### config.mk
export PLATFORM = sky130hd
export DESIGN_NAME = riscv_core
export DESIGN_NICKNAME = d
export VERILOG_FILES = /design/src/hw/riscv_isa_pkg.sv /design/src/hw/riscv_pipe_pkg.sv /design/src/hw/riscv_pipe_reg.sv /design/src/hw/riscv_if.sv /design/src/hw/riscv_rf.sv /design/src/hw/riscv_id.sv /design/src/hw/riscv_ex.sv /design/src/hw/riscv_core.sv
export SDC_FILE = /design/constraint.sdc
export NUM_CORES = 2
export LEC_CHECK = 0
export BUFFER_PORTS_ARGS = -buffer_cell sky130_fd_sc_hd__buf_4
export CAP_MARGIN = 20
export CELL_PAD_IN_SITES_DETAIL_PLACEMENT = 0
export CELL_PAD_IN_SITES_GLOBAL_PLACEMENT = 1
export CORE_ASPECT_RATIO = 1.4
export CORE_MARGIN = 2
export CORE_UTILIZATION = 45
export CTS_CLUSTER_DIAMETER = 200
export DETAILED_ROUTE_END_ITERATION = 16
export PLACE_DENSITY_LB_ADDON = 0.1
export SYNTH_ARGS = -nofsm -noshare
export SYNTH_HDL_FRONTEND = slang
export SYNTH_SLANG_ARGS = --single-unit
### constraint.sdc
create_clock -name clk_i -period 20.2 [get_ports clk_i]
set_input_delay 3.03 -clock clk_i [delete_from_list [all_inputs] [get_ports clk_i]]
set_output_delay 3.03 -clock clk_i [all_outputs]
set_load 0.05 [all_outputs]
### src/hw/riscv_isa_pkg.sv
// RV32I subset encodings, instruction field layout and ALU operation codes for all stages
`default_nettype none

package riscv_isa_pkg;

  localparam int XLEN       = 32;
  localparam int REG_ADDR_W = 5;

  typedef logic [REG_ADDR_W-1:0] reg_addr_t;

  //////////////////////////////////////////////////////////////////////////////
  // Major opcodes
  localparam logic [6:0] OPC_OP     = 7'b0110011;
  localparam logic [6:0] OPC_OP_IMM = 7'b0010011;
  localparam logic [6:0] OPC_LUI    = 7'b0110111;
  localparam logic [6:0] OPC_BRANCH = 7'b1100011;
  localparam logic [6:0] OPC_JAL    = 7'b1101111;

  // funct3 codes
  localparam logic [2:0] F3_ADD = 3'b000;
  localparam logic [2:0] F3_SLT = 3'b010;
  localparam logic [2:0] F3_XOR = 3'b100;
  localparam logic [2:0] F3_OR  = 3'b110;
  localparam logic [2:0] F3_AND = 3'b111;
  localparam logic [2:0] F3_BEQ = 3'b000;
  localparam logic [2:0] F3_BNE = 3'b001;

  localparam logic [6:0] F7_SUB = 7'b0100000;  // SUB variant of ADD

  localparam logic [31:0] NOP_INSN = 32'h0000_0013;  // ADDI x0,x0,0

  // R-type view, other formats decoded from raw bits
  typedef struct packed {
    logic [6:0] funct7;
    reg_addr_t  rs2;
    reg_addr_t  rs1;
    logic [2:0] funct3;
    reg_addr_t  rd;
    logic [6:0] opcode;
  } insn_t;

  typedef enum logic [2:0] {
    ALU_ADD,
    ALU_SUB,
    ALU_AND,
    ALU_OR,
    ALU_XOR,
    ALU_SLT,
    ALU_PASS_B
  } alu_op_e;

endpackage

`default_nettype wire

### src/hw/riscv_pipe_pkg.sv
// Stage payload records passed between fetch, decode, execute and the retire port
`default_nettype none

package riscv_pipe_pkg;

  localparam logic [riscv_isa_pkg::XLEN-1:0] RESET_PC   = '0;
  localparam logic [riscv_isa_pkg::XLEN-1:0] INSN_BYTES = 4;  // No compressed parcels

  typedef enum logic [1:0] {
    BR_NONE,
    BR_BEQ,
    BR_BNE,
    BR_JAL
  } branch_e;

  typedef struct packed {
    logic [riscv_isa_pkg::XLEN-1:0] pc;
    logic [31:0]                    insn;
  } fetch_t;

  typedef struct packed {
    logic [riscv_isa_pkg::XLEN-1:0] pc;
    riscv_isa_pkg::reg_addr_t       rd;
    logic                           we;     // Real write, never x0
    riscv_isa_pkg::alu_op_e         alu_op;
    logic [riscv_isa_pkg::XLEN-1:0] op_a;
    logic [riscv_isa_pkg::XLEN-1:0] op_b;
    branch_e                        br;
    logic [riscv_isa_pkg::XLEN-1:0] cmp_a;  // Branch compare operands
    logic [riscv_isa_pkg::XLEN-1:0] cmp_b;
    logic [riscv_isa_pkg::XLEN-1:0] imm;    // Target offset
  } decode_t;

  typedef struct packed {
    logic [riscv_isa_pkg::XLEN-1:0] pc;
    riscv_isa_pkg::reg_addr_t       rd;
    logic                           we;
    logic [riscv_isa_pkg::XLEN-1:0] value;
  } retire_t;

endpackage

`default_nettype wire

### src/hw/riscv_pipe_reg.sv
// One-entry valid/ready register placed on each stage boundary, flushable on redirect
`default_nettype none

module riscv_pipe_reg #(
  parameter type payload_t = logic
) (
  input  logic     clk_i,
  input  logic     reset_i,
  input  logic     flush_i,
  input  logic     valid_i,
  output logic     ready_o,
  input  payload_t data_i,
  output logic     valid_o,
  input  logic     ready_i,
  output payload_t data_o
);

  logic     valid_q;
  payload_t data_q;

  // Accept when empty or when drained this cycle
  assign ready_o = !valid_q || ready_i;

  always_ff @(posedge clk_i) begin
    if (reset_i || flush_i) begin
      valid_q <= 1'b0;  // Flush beats a load
    end else if (ready_o) begin
      valid_q <= valid_i;
    end
  end

  always_ff @(posedge clk_i) begin
    if (valid_i && ready_o) begin
      data_q <= data_i;
    end
  end

  assign valid_o = valid_q;
  assign data_o  = data_q;

endmodule

`default_nettype wire

### src/hw/riscv_if.sv
// Fetch stage owning the PC, one outstanding imem request and a one-entry response buffer
`default_nettype none

module riscv_if (
  input  logic                           clk_i,
  input  logic                           reset_i,
  output logic                           imem_req_valid_o,
  input  logic                           imem_req_ready_i,
  output logic [riscv_isa_pkg::XLEN-1:0] imem_req_addr_o,
  input  logic                           imem_rsp_valid_i,
  input  logic [riscv_isa_pkg::XLEN-1:0] imem_rsp_data_i,
  input  logic                           redirect_i,
  input  logic [riscv_isa_pkg::XLEN-1:0] redirect_pc_i,
  output logic                           fetch_valid_o,
  input  logic                           fetch_ready_i,
  output riscv_pipe_pkg::fetch_t         fetch_o
);

  logic [riscv_isa_pkg::XLEN-1:0] pc_q;
  logic [riscv_isa_pkg::XLEN-1:0] tgt_q;  // Redirect waiting on a stale response
  logic                           run_q;
  logic                           out_q;
  logic                           stale_q;
  logic                           buf_q;
  riscv_pipe_pkg::fetch_t         buf_data_q;
  logic                           rsp_take;
  logic                           rsp_live;
  logic                           pend;

  // Next request only once the previous response has left fetch
  assign imem_req_valid_o = run_q && !out_q && !buf_q;
  assign imem_req_addr_o  = pc_q;

  assign rsp_take = out_q && imem_rsp_valid_i;
  assign rsp_live = rsp_take && !stale_q;
  assign pend     = imem_req_valid_o || (out_q && !imem_rsp_valid_i);  // Addr must hold

  assign fetch_valid_o = buf_q || rsp_live;
  assign fetch_o = buf_q ? buf_data_q
                         : riscv_pipe_pkg::fetch_t'{pc: pc_q, insn: imem_rsp_data_i};

  //////////////////////////////////////////////////////////////////////////////
  // Request, response and redirect tracking
  always_ff @(posedge clk_i) begin
    if (reset_i) begin
      run_q   <= 1'b0;
      out_q   <= 1'b0;
      stale_q <= 1'b0;
      buf_q   <= 1'b0;
      pc_q    <= riscv_pipe_pkg::RESET_PC;
    end else begin
      run_q <= 1'b1;
      if (imem_req_valid_o && imem_req_ready_i) begin
        out_q <= 1'b1;
      end else if (rsp_take) begin
        out_q <= 1'b0;
      end
      if (rsp_live) begin
        pc_q <= pc_q + riscv_pipe_pkg::INSN_BYTES;
      end
      if (rsp_take && stale_q) begin  // Drop it and go to the target
        stale_q <= 1'b0;
        pc_q    <= tgt_q;
      end
      if (rsp_live && !fetch_ready_i) begin
        buf_q <= 1'b1;
      end else if (fetch_ready_i) begin
        buf_q <= 1'b0;
      end
      if (redirect_i) begin
        if (pend) begin
          stale_q <= 1'b1;
        end else begin
          pc_q  <= redirect_pc_i;
          buf_q <= 1'b0;  // Wrong-path item
        end
      end
    end
  end

  always_ff @(posedge clk_i) begin
    if (rsp_live && !fetch_ready_i) begin
      buf_data_q <= fetch_o;
    end
    if (redirect_i) begin
      tgt_q <= redirect_pc_i;
    end
  end

endmodule

`default_nettype wire

### src/hw/riscv_rf.sv
// Integer register file, combinational reads and one write port at the retire edge
`default_nettype none

module riscv_rf (
  input  logic                           clk_i,
  input  logic                           reset_i,
  input  riscv_isa_pkg::reg_addr_t       rs1_i,
  input  riscv_isa_pkg::reg_addr_t       rs2_i,
  output logic [riscv_isa_pkg::XLEN-1:0] rs1_q_o,
  output logic [riscv_isa_pkg::XLEN-1:0] rs2_q_o,
  input  logic                           we_i,
  input  riscv_isa_pkg::reg_addr_t       rd_i,
  input  logic [riscv_isa_pkg::XLEN-1:0] rd_d_i
);

  localparam int NREGS = 2 ** riscv_isa_pkg::REG_ADDR_W;

  logic [riscv_isa_pkg::XLEN-1:0] regs_q [NREGS];

  always_ff @(posedge clk_i) begin
    if (reset_i) begin
      for (int i = 0; i < NREGS; i++) begin
        regs_q[i] <= '0;
      end
    end else if (we_i && rd_i != '0) begin  // x0 stays zero
      regs_q[rd_i] <= rd_d_i;
    end
  end

  assign rs1_q_o = (rs1_i == '0) ? '0 : regs_q[rs1_i];
  assign rs2_q_o = (rs2_i == '0) ? '0 : regs_q[rs2_i];

endmodule

`default_nettype wire

### src/hw/riscv_id.sv
// Decode stage with immediate generation and EX/WB operand bypass ahead of the ID/EX register
`default_nettype none

module riscv_id (
  input  riscv_pipe_pkg::fetch_t         fetch_i,
  input  logic [riscv_isa_pkg::XLEN-1:0] rs1_q_i,
  input  logic [riscv_isa_pkg::XLEN-1:0] rs2_q_i,
  output riscv_isa_pkg::reg_addr_t       rs1_o,
  output riscv_isa_pkg::reg_addr_t       rs2_o,
  input  riscv_pipe_pkg::retire_t        ex_fwd_i,
  input  riscv_pipe_pkg::retire_t        wb_fwd_i,
  input  logic                           ex_fwd_valid_i,
  input  logic                           wb_fwd_valid_i,
  output riscv_pipe_pkg::decode_t        decode_o
);

  riscv_isa_pkg::insn_t           raw;
  riscv_isa_pkg::insn_t           ins;
  logic                           legal;
  logic                           wr;
  logic [riscv_isa_pkg::XLEN-1:0] imm_i;
  logic [riscv_isa_pkg::XLEN-1:0] imm_b;
  logic [riscv_isa_pkg::XLEN-1:0] imm_u;
  logic [riscv_isa_pkg::XLEN-1:0] imm_j;
  logic [riscv_isa_pkg::XLEN-1:0] rs1_val;
  logic [riscv_isa_pkg::XLEN-1:0] rs2_val;

  function automatic riscv_isa_pkg::alu_op_e alu_of(input logic [2:0] f3, input logic sub);
    case (f3)
      riscv_isa_pkg::F3_SLT: return riscv_isa_pkg::ALU_SLT;
      riscv_isa_pkg::F3_XOR: return riscv_isa_pkg::ALU_XOR;
      riscv_isa_pkg::F3_OR:  return riscv_isa_pkg::ALU_OR;
      riscv_isa_pkg::F3_AND: return riscv_isa_pkg::ALU_AND;
      default:               return sub ? riscv_isa_pkg::ALU_SUB : riscv_isa_pkg::ALU_ADD;
    endcase
  endfunction

  assign raw = riscv_isa_pkg::insn_t'(fetch_i.insn);

  //////////////////////////////////////////////////////////////////////////////
  // Unknown encodings become a NOP that still retires
  always_comb begin
    case (raw.opcode)
      riscv_isa_pkg::OPC_OP:
        legal = (raw.funct3 inside {riscv_isa_pkg::F3_ADD, riscv_isa_pkg::F3_SLT,
                                    riscv_isa_pkg::F3_XOR, riscv_isa_pkg::F3_OR,
                                    riscv_isa_pkg::F3_AND} && raw.funct7 == '0) ||
                (raw.funct3 == riscv_isa_pkg::F3_ADD && raw.funct7 == riscv_isa_pkg::F7_SUB);
      riscv_isa_pkg::OPC_OP_IMM:
        legal = raw.funct3 inside {riscv_isa_pkg::F3_ADD, riscv_isa_pkg::F3_XOR,
                                   riscv_isa_pkg::F3_OR, riscv_isa_pkg::F3_AND};
      riscv_isa_pkg::OPC_BRANCH:
        legal = raw.funct3 inside {riscv_isa_pkg::F3_BEQ, riscv_isa_pkg::F3_BNE};
      riscv_isa_pkg::OPC_LUI, riscv_isa_pkg::OPC_JAL:
        legal = 1'b1;
      default:
        legal = 1'b0;
    endcase
  end

  assign ins = legal ? raw : riscv_isa_pkg::insn_t'(riscv_isa_pkg::NOP_INSN);

  assign imm_i = {{20{ins[31]}}, ins[31:20]};
  assign imm_b = {{19{ins[31]}}, ins[31], ins[7], ins[30:25], ins[11:8], 1'b0};
  assign imm_u = {ins[31:12], 12'b0};
  assign imm_j = {{11{ins[31]}}, ins[31], ins[19:12], ins[20], ins[30:21], 1'b0};

  assign rs1_o = ins.rs1;
  assign rs2_o = ins.rs2;

  // Youngest producer wins; we is never set for x0
  assign rs1_val = (ex_fwd_valid_i && ex_fwd_i.we && ex_fwd_i.rd == ins.rs1) ? ex_fwd_i.value :
                   (wb_fwd_valid_i && wb_fwd_i.we && wb_fwd_i.rd == ins.rs1) ? wb_fwd_i.value :
                   rs1_q_i;
  assign rs2_val = (ex_fwd_valid_i && ex_fwd_i.we && ex_fwd_i.rd == ins.rs2) ? ex_fwd_i.value :
                   (wb_fwd_valid_i && wb_fwd_i.we && wb_fwd_i.rd == ins.rs2) ? wb_fwd_i.value :
                   rs2_q_i;

  always_comb begin
    wr              = 1'b1;
    decode_o.pc     = fetch_i.pc;
    decode_o.rd     = ins.rd;
    decode_o.alu_op = alu_of(ins.funct3, 1'b0);
    decode_o.op_a   = rs1_val;
    decode_o.op_b   = imm_i;
    decode_o.br     = riscv_pipe_pkg::BR_NONE;
    decode_o.cmp_a  = rs1_val;
    decode_o.cmp_b  = rs2_val;
    decode_o.imm    = imm_i;
    case (ins.opcode)
      riscv_isa_pkg::OPC_OP: begin
        decode_o.op_b   = rs2_val;
        decode_o.alu_op = alu_of(ins.funct3, ins.funct7 == riscv_isa_pkg::F7_SUB);
      end
      riscv_isa_pkg::OPC_LUI: begin
        decode_o.alu_op = riscv_isa_pkg::ALU_PASS_B;
        decode_o.op_b   = imm_u;
      end
      riscv_isa_pkg::OPC_BRANCH: begin
        wr           = 1'b0;
        decode_o.imm = imm_b;
        decode_o.br  = (ins.funct3 == riscv_isa_pkg::F3_BNE) ? riscv_pipe_pkg::BR_BNE
                                                             : riscv_pipe_pkg::BR_BEQ;
      end
      riscv_isa_pkg::OPC_JAL: begin  // rd gets the return address
        decode_o.alu_op = riscv_isa_pkg::ALU_ADD;
        decode_o.op_a   = fetch_i.pc;
        decode_o.op_b   = riscv_pipe_pkg::INSN_BYTES;
        decode_o.br     = riscv_pipe_pkg::BR_JAL;
        decode_o.imm    = imm_j;
      end
      default: ;  // OP_IMM defaults
    endcase
    decode_o.we = wr && ins.rd != '0;
  end

endmodule

`default_nettype wire

### src/hw/riscv_ex.sv
// Execute stage that computes the ALU result, branch condition and redirect target from ID/EX
`default_nettype none

module riscv_ex (
  input  riscv_pipe_pkg::decode_t        decode_i,
  output riscv_pipe_pkg::retire_t        result_o,
  output logic                           redirect_o,
  output logic [riscv_isa_pkg::XLEN-1:0] redirect_pc_o
);

  logic [riscv_isa_pkg::XLEN-1:0] alu_r;
  logic                           taken;
  logic                           lt;

  assign lt = $signed(decode_i.op_a) < $signed(decode_i.op_b);

  always_comb begin
    case (decode_i.alu_op)
      riscv_isa_pkg::ALU_ADD: alu_r = decode_i.op_a + decode_i.op_b;
      riscv_isa_pkg::ALU_SUB: alu_r = decode_i.op_a - decode_i.op_b;
      riscv_isa_pkg::ALU_AND: alu_r = decode_i.op_a & decode_i.op_b;
      riscv_isa_pkg::ALU_OR:  alu_r = decode_i.op_a | decode_i.op_b;
      riscv_isa_pkg::ALU_XOR: alu_r = decode_i.op_a ^ decode_i.op_b;
      riscv_isa_pkg::ALU_SLT: alu_r = {{(riscv_isa_pkg::XLEN-1){1'b0}}, lt};
      default:                alu_r = decode_i.op_b;  // LUI
    endcase
  end

  //////////////////////////////////////////////////////////////////////////////
  // Branch resolution
  always_comb begin
    case (decode_i.br)
      riscv_pipe_pkg::BR_BEQ: taken = decode_i.cmp_a == decode_i.cmp_b;
      riscv_pipe_pkg::BR_BNE: taken = decode_i.cmp_a != decode_i.cmp_b;
      riscv_pipe_pkg::BR_JAL: taken = 1'b1;
      default:                taken = 1'b0;
    endcase
  end

  // Core qualifies this with the EX/WB transfer
  assign redirect_o    = taken;
  assign redirect_pc_o = decode_i.pc + decode_i.imm;

  assign result_o = '{pc: decode_i.pc, rd: decode_i.rd, we: decode_i.we, value: alu_r};

endmodule

`default_nettype wire

### src/hw/riscv_core.sv
// Core top level joining fetch, decode, execute and retire through valid/ready stage registers
`default_nettype none

module riscv_core (
  input  logic                           clk_i,
  input  logic                           reset_i,
  output logic                           imem_req_valid_o,
  input  logic                           imem_req_ready_i,
  output logic [riscv_isa_pkg::XLEN-1:0] imem_req_addr_o,
  input  logic                           imem_rsp_valid_i,
  input  logic [riscv_isa_pkg::XLEN-1:0] imem_rsp_data_i,
  output logic                           ret_valid_o,
  input  logic                           ret_ready_i,
  output riscv_pipe_pkg::retire_t        ret_o
);

  riscv_pipe_pkg::fetch_t         if_fetch;
  riscv_pipe_pkg::fetch_t         id_fetch;
  riscv_pipe_pkg::decode_t        id_dec;
  riscv_pipe_pkg::decode_t        ex_dec;
  riscv_pipe_pkg::retire_t        ex_res;
  logic                           if_valid;
  logic                           if_ready;
  logic                           id_valid;
  logic                           id_ready;
  logic                           ex_valid;
  logic                           ex_ready;
  logic                           ex_redirect;
  logic                           redirect;
  logic [riscv_isa_pkg::XLEN-1:0] redirect_pc;
  riscv_isa_pkg::reg_addr_t       rs1;
  riscv_isa_pkg::reg_addr_t       rs2;
  logic [riscv_isa_pkg::XLEN-1:0] rs1_q;
  logic [riscv_isa_pkg::XLEN-1:0] rs2_q;

  // Only a branch that actually moves on to WB redirects
  assign redirect = ex_redirect && ex_valid && ex_ready;

  //////////////////////////////////////////////////////////////////////////////
  // Fetch
  riscv_if if_unit (
    .clk_i            (clk_i),
    .reset_i          (reset_i),
    .imem_req_valid_o (imem_req_valid_o),
    .imem_req_ready_i (imem_req_ready_i),
    .imem_req_addr_o  (imem_req_addr_o),
    .imem_rsp_valid_i (imem_rsp_valid_i),
    .imem_rsp_data_i  (imem_rsp_data_i),
    .redirect_i       (redirect),
    .redirect_pc_i    (redirect_pc),
    .fetch_valid_o    (if_valid),
    .fetch_ready_i    (if_ready),
    .fetch_o          (if_fetch)
  );

  riscv_pipe_reg #(.payload_t(riscv_pipe_pkg::fetch_t)) if_id_reg (
    .clk_i   (clk_i),
    .reset_i (reset_i),
    .flush_i (redirect),
    .valid_i (if_valid),
    .ready_o (if_ready),
    .data_i  (if_fetch),
    .valid_o (id_valid),
    .ready_i (id_ready),
    .data_o  (id_fetch)
  );

  //////////////////////////////////////////////////////////////////////////////
  // Decode and register file
  riscv_rf int_rf (
    .clk_i   (clk_i),
    .reset_i (reset_i),
    .rs1_i   (rs1),
    .rs2_i   (rs2),
    .rs1_q_o (rs1_q),
    .rs2_q_o (rs2_q),
    .we_i    (ret_valid_o && ret_ready_i && ret_o.we),  // Write on retire
    .rd_i    (ret_o.rd),
    .rd_d_i  (ret_o.value)
  );

  riscv_id id_unit (
    .fetch_i        (id_fetch),
    .rs1_q_i        (rs1_q),
    .rs2_q_i        (rs2_q),
    .rs1_o          (rs1),
    .rs2_o          (rs2),
    .ex_fwd_i       (ex_res),
    .wb_fwd_i       (ret_o),
    .ex_fwd_valid_i (ex_valid),
    .wb_fwd_valid_i (ret_valid_o),
    .decode_o       (id_dec)
  );

  riscv_pipe_reg #(.payload_t(riscv_pipe_pkg::decode_t)) id_ex_reg (
    .clk_i   (clk_i),
    .reset_i (reset_i),
    .flush_i (redirect),
    .valid_i (id_valid),
    .ready_o (id_ready),
    .data_i  (id_dec),
    .valid_o (ex_valid),
    .ready_i (ex_ready),
    .data_o  (ex_dec)
  );

  //////////////////////////////////////////////////////////////////////////////
  // Execute and retire
  riscv_ex ex_unit (
    .decode_i      (ex_dec),
    .result_o      (ex_res),
    .redirect_o    (ex_redirect),
    .redirect_pc_o (redirect_pc)
  );

  riscv_pipe_reg #(.payload_t(riscv_pipe_pkg::retire_t)) ex_wb_reg (
    .clk_i   (clk_i),
    .reset_i (reset_i),
    .flush_i (1'b0),  // Older than any redirect
    .valid_i (ex_valid),
    .ready_o (ex_ready),
    .data_i  (ex_res),
    .valid_o (ret_valid_o),
    .ready_i (ret_ready_i),
    .data_o  (ret_o)
  );

endmodule

`default_nettype wire

Word level (Yosys, flattened, before mapping):

Memory sizes are Yosys's and may differ from the RTL's.
Cells that the tools add are included.

* $add $sub $neg: 4
* mux-type cells: 43
* order comparisons: 1
* reduce and logical (&&, ||, !) cells: 53
* bitwise operators: 3
* equal/unequal tests: 35

Operator list (number)
* $mux 32: 13
* $pmux 32 s6: 1
* $pmux 32 s3: 1
* $add 32x32->32: 2
* $mux 64: 1
* $eq 7x6->1 const B: 6
* $pmux 20 s2: 1
* $add 32x3->32 const B: 1
* $and 32x32->32: 1
* $eq 32x32->1: 1
* $lt 32x32->1: 1
* $ne 32x32->1: 1
* $or 32x32->32: 1
* $reduce_or 32->1: 1
* $sub 32x32->32: 1
* $xor 32x32->32: 1
* $eq 7x7->1 const B: 4
* $logic_and 1x1->1: 25
* $eq 3x3->1 const B: 8
* $pmux 3 s4: 2
* $eq 5x5->1: 4
* $mux 1: 18
* $reduce_bool 5->1: 3
* $eq 3x2->1 const B: 4
* 18 further kinds: 37

* input port bits: 37
* output and inout port bits: 104
* bits in registers: 461
* logic and storage cells: 167
* RAM bits: 1024
* memories kept: 1

Memories
* int_rf.regs_q: words 32, bits a word 32, rd ports 2, clocked after Yosys merged registers in 0, write ports 32, RTL line riscv_rf.sv:18 `logic [riscv_isa_pkg::XLEN-1:0] regs_q [NREGS];`

Logic depth before layout (Yosys ltp):

* depth after elaboration: 11
* mapped depth: 16
* mapped depth without buffers: 14

Hierarchy:

Synthesis repeated with hierarchy kept, for this count alone.

* cells, all modules: 5975
* area total of the unflattened synthesis: 82255.1 µm²

Modules (own cells, without submodules)
* riscv_rf: seq. area each 30749.5 µm², area an instance 54253.3 µm², cells an instance 3502, times used 1
* riscv_ex: seq. area each 0.0 µm², area an instance 7567.3 µm², cells an instance 1140, times used 1
* riscv_pipe_reg at id_ex_reg: seq. area each 6115.9 µm², area an instance 6153.4 µm², cells an instance 208, times used 1
* riscv_if: seq. area each 3603.5 µm², area an instance 5869.4 µm², cells an instance 452, times used 1
* riscv_id: seq. area each 0.0 µm², area an instance 4256.6 µm², cells an instance 526, times used 1
* riscv_pipe_reg at ex_wb_reg: seq. area each 2122.0 µm², area an instance 2159.6 µm², cells an instance 75, times used 1
* riscv_pipe_reg at if_id_reg: seq. area each 1941.9 µm², area an instance 1979.4 µm², cells an instance 69, times used 1
* riscv_core: seq. area each 0.0 µm², area an instance 16.3 µm², cells an instance 3, times used 1

Worst setup path after synthesis:

OpenSTA, ideal clock, no wires.

* path type: input to register
* from: input ret_ready_i
* to: register id_ex_reg.data_q (netlist bit id_ex_reg.data_o[0]) (enable)
* library setup time: 1.038 ns
* buffers on the path: 0
* stages on the path: 2
* arrival time: 16.956 ns
* required time: 19.162 ns
* slack: 2.206 ns
* path through: nor2b_1 a21boi_0

* longest elaborated chain between the ends: 3

RTL lines
* from (decl): RTL line riscv_core.sv:13 `input logic ret_ready_i,`
* $logic_or 1x1->1 (2 in a row): RTL line riscv_pipe_reg.sv:22 `assign ready_o = !valid_q || ready_i;`
* $logic_and 1x1->1: RTL line riscv_pipe_reg.sv:33 `if (valid_i && ready_o) begin`
* to (signal assigned): RTL line riscv_pipe_reg.sv:34 `data_q <= data_i;`
* to (decl): RTL line riscv_pipe_reg.sv:19 `payload_t data_q;`

No other way between the ends.
A chain may end at the register's enable or synchronous reset.

==> flow_summary.yaml <==
power:
  p_per_area_nw_per_um2: 74.0
  swShare: 0.245
  ir_drop_mv: 0.0867
  seqPwrFrac: 0.508
  power.internal_mw: 5.21
  pwr-share-clk: 0.436
  p_leak_nw: 33.8
  combPwrFrac: 0.055
  switchingPower_mw: 1.69
sta:
  worst_slew_pin_slew_ns: 1.46
  max_freq_ghz: 0.146
  period_share: 0.339
  fin_ws_ns: 13.36
  skew_ns: 0.0452
  setup_viol_count_final: 0
  hold_slack_ns: 0.467
  rsz0062_at_grt: "no"
  slew_violations: 0
  relSlewSlack: 0.0192
  hold_viol: 0
  finalSetupTns_ns: 0
  fin_crit_ns: 6.84
yosys:
  ys_ff_latch: 1485
  synthMostInstantiatedCell: "edfxtp_1"
  yosys.area.top_type: "edfxtp_1"
  yosys-top-cells-count: "1446 x edfxtp_1, 988 x and2_1, 486 x clkbuf_1"
  syn_inst: 7328
  ys_seq_area_frac: 0.534
  ys.flop_type: "edfxtp_1"
  avgSynthCellArea_um2: 11.3
  syn_area_um2: 82700
  synthArstFlopShare: 0
  yosys_warnings: 0
  synth_cell_types: 96
  yosys-top-cells-area: "edfxtp_1 52%, and2_1 7.5%, mux2i_1 3.4%"
  synth_edf_count: 1446
  synth.top_cell.area_share: 0.525
place:
  numPortBuffers: 140
  gp_congestion: 1.05
  dp_hpwl_um: 274000
  post-place-ws_ns: 13.45
  placed_cell_area_um2: 87700
critical_path:
  crit_path_end_kind: "register"
  r2r_slack_ns: 13.36
  worstSetupPathType: "reg2reg"
  worstSetupStartpointType: "register"
  cp.arrival_ns: 7.44
  timing.rr.start: "if_id_reg.data_o[26]"
  cp.required_ns: 20.81
  critical_path.max_fanout: 35
  crit_start: "if_id_reg.data_o[26]"
global_route:
  grt_usage: 0.431
  grt_max_degree: 107
  antenna_found_initial: 51
  grt_pass1_wl_um: 557000
  grt-ovfl-total: 0
  grt_pass1_vias: 66100
die:
  dieWidth_um: 366
  ioPinCount: 141
  die-area_um2: 187000
  initial_utilization: 0.452
  coreArea_um2: 183000
  row_count: 186
  die_h_um: 511
clock_tree:
  h-tree-depth: 4
  clkLatencyLatePin_ns: 0.87
  cts_hold_buf: 0
  cts-root-buf: "clkbuf_16"
  cts_buffer_depth: 3
  ctsResizeCount: 0
  cts_tree: "yes"
  cts_sinks: 1485
  path_clk_slew_ns: 0.07
  cts_buffers: 155
  postCtsSetupRepairBufs: 0
worst_hold_path:
  worstHoldStart: "id_ex_reg.data_o[171]"
  hold_path_class: "reg2reg"
final_layout:
  nNetsFinal: 7492
  drive_gt1_frac: 0.157
  fin_area_um2: 93300
  areaGrowthSynthToFinish_pct: 12.7
  fin_util: 0.509
drt:
  routed_wl_um: 412000
  drc: 0
  drt_iter0_drc: 10700
  vias: 69700
  drt-vias-per-instance: 7.01
  wl_per_cell_um: 41.5
  ant_nets: 0
  drt_pre_antenna_iters: 7
job:
  cap_violations: 0
run_status:
  status: "completed"
-- power groups by stage --
stage / Combinational, mW / Sequential (mW) / Clock, mW
2_1_floorplan: 0.185 / 3.56 / 0
3_3_place_gp: 0.358 / 3.57 / 0
5_1_grt: 0.381 / 3.51 / 3.12
6_report: 0.380 / 3.51 / 3.01
3_5_place_dp: 0.360 / 3.57 / 0
4_1_cts: 0.361 / 3.51 / 3.01
-- flip-flops by register name (all words and copies together), names as in the netlist --
register / cells
if_unit.stale_q: 1
if_unit.imem_req_addr_o: 32
if_id_reg.valid_o: 1
if_unit.buf_q: 1
if_id_reg.data_o: 64
ex_wb_reg.data_o: 70
if_unit.tgt_q: 32
id_ex_reg.data_o: 192
id_ex_reg.valid_o: 1
if_unit.run_q: 1
if_unit.buf_data_q: 64
ex_wb_reg.valid_o: 1
int_rf.regs_q: 1024
if_unit.out_q: 1
-- routing by layer --
metal | track usage | routed length [um] | part of all wire
met1 | 0.486 | 137000 | 0.33
met2 | 0.653 | 182000 | 0.44
met3 | 0.150 | 50200 | 0.12
met4 | 0.365 | 43100 | 0.10
met5 | 0.00359 | 236 | 0.00057
-- final cells by class --
class	instances	area [um^2]
fill	16300	89900
sequential	1485	44200
multi-input combinational	5065	36300
clock buffer	187	4030
timing repair buffer	466	3800
tap	2444	3060
clock inverter	101	1170
inverter	150	563
antenna	41	103
-- path summary, 6_finish.rpt --
path,depth (start not counted),to
hold / removal,0,ex_wb_reg.data_o[38]
setup / recovery,13,id_ex_reg.data_o[126]
setup reg to reg,13,id_ex_reg.data_o[126]
hold reg to reg,0,ex_wb_reg.data_o[38]
-- worst max-delay path, stage by stage, from the launching register on --
cell	delay, ns
edfxtp_1	0.44
nor4_2	0.40
nand4_1	0.36
o2111a_4	0.47
buf_4	0.34
nor2_4	0.69
buf_4	0.65
buf_4	0.51
a221oi_1	0.09
a211o_1	0.33
a32oi_1	0.49
a31oi_1	0.36
a32oi_1	0.69
a221o_1	0.52
-- through the flow --
| step | cells | power [mW] |
|---|---|---|
| finish | 9939 | 6.90 |
| detailed placement | 9594 | 3.93 |
| global route | 9903 | 7.02 |
| global placement | 9576 | 3.93 |
| CTS | 9882 | 6.88 |
| floorplan | 7359 | 3.74 |
-- cell families (layout without fill, tap and decap cells) --
logic type,count (synthesis),in the layout,share of synthesized area
compound gates,1765,1765,0.147
xor+xnor,102,102,0.0108
fa+ha+maj,132,132,0.0202
buf+inv,809,904,0.0385
flops,1485,1485,0.534
mux,593,593,0.0926
other cells,1,73,0.0000453
simple gates,2441,2441,0.156
-- cells in the final DEF (no fill, tap or decap), drive strengths merged, types with 26 or more instances in the layout --
master      n
o31ai      31
a211oi    157
xor2       59
o22ai     104
mux2i     283
nor2b      47
nor3      155
clkbuf    190
xnor2      43
mux2      191
a21o       49
o211ai     51
a22oi      52
or3        31
clkinv     77
a2111oi    34
nand3     124
o221ai     69
nand4      41
ha        129
a21oi     386
mux4      119
nor4       48
a221o      54
a221oi    110
edfxtp   1446
buf       462
and2      988
dfxtp      39
nand2     423
diode      41
nor2      428
o21a       26
and3       71
o21ai     291
a31oi      79
inv       150
conb       32
No activity file was read; power rests on OpenSTA's default activity.
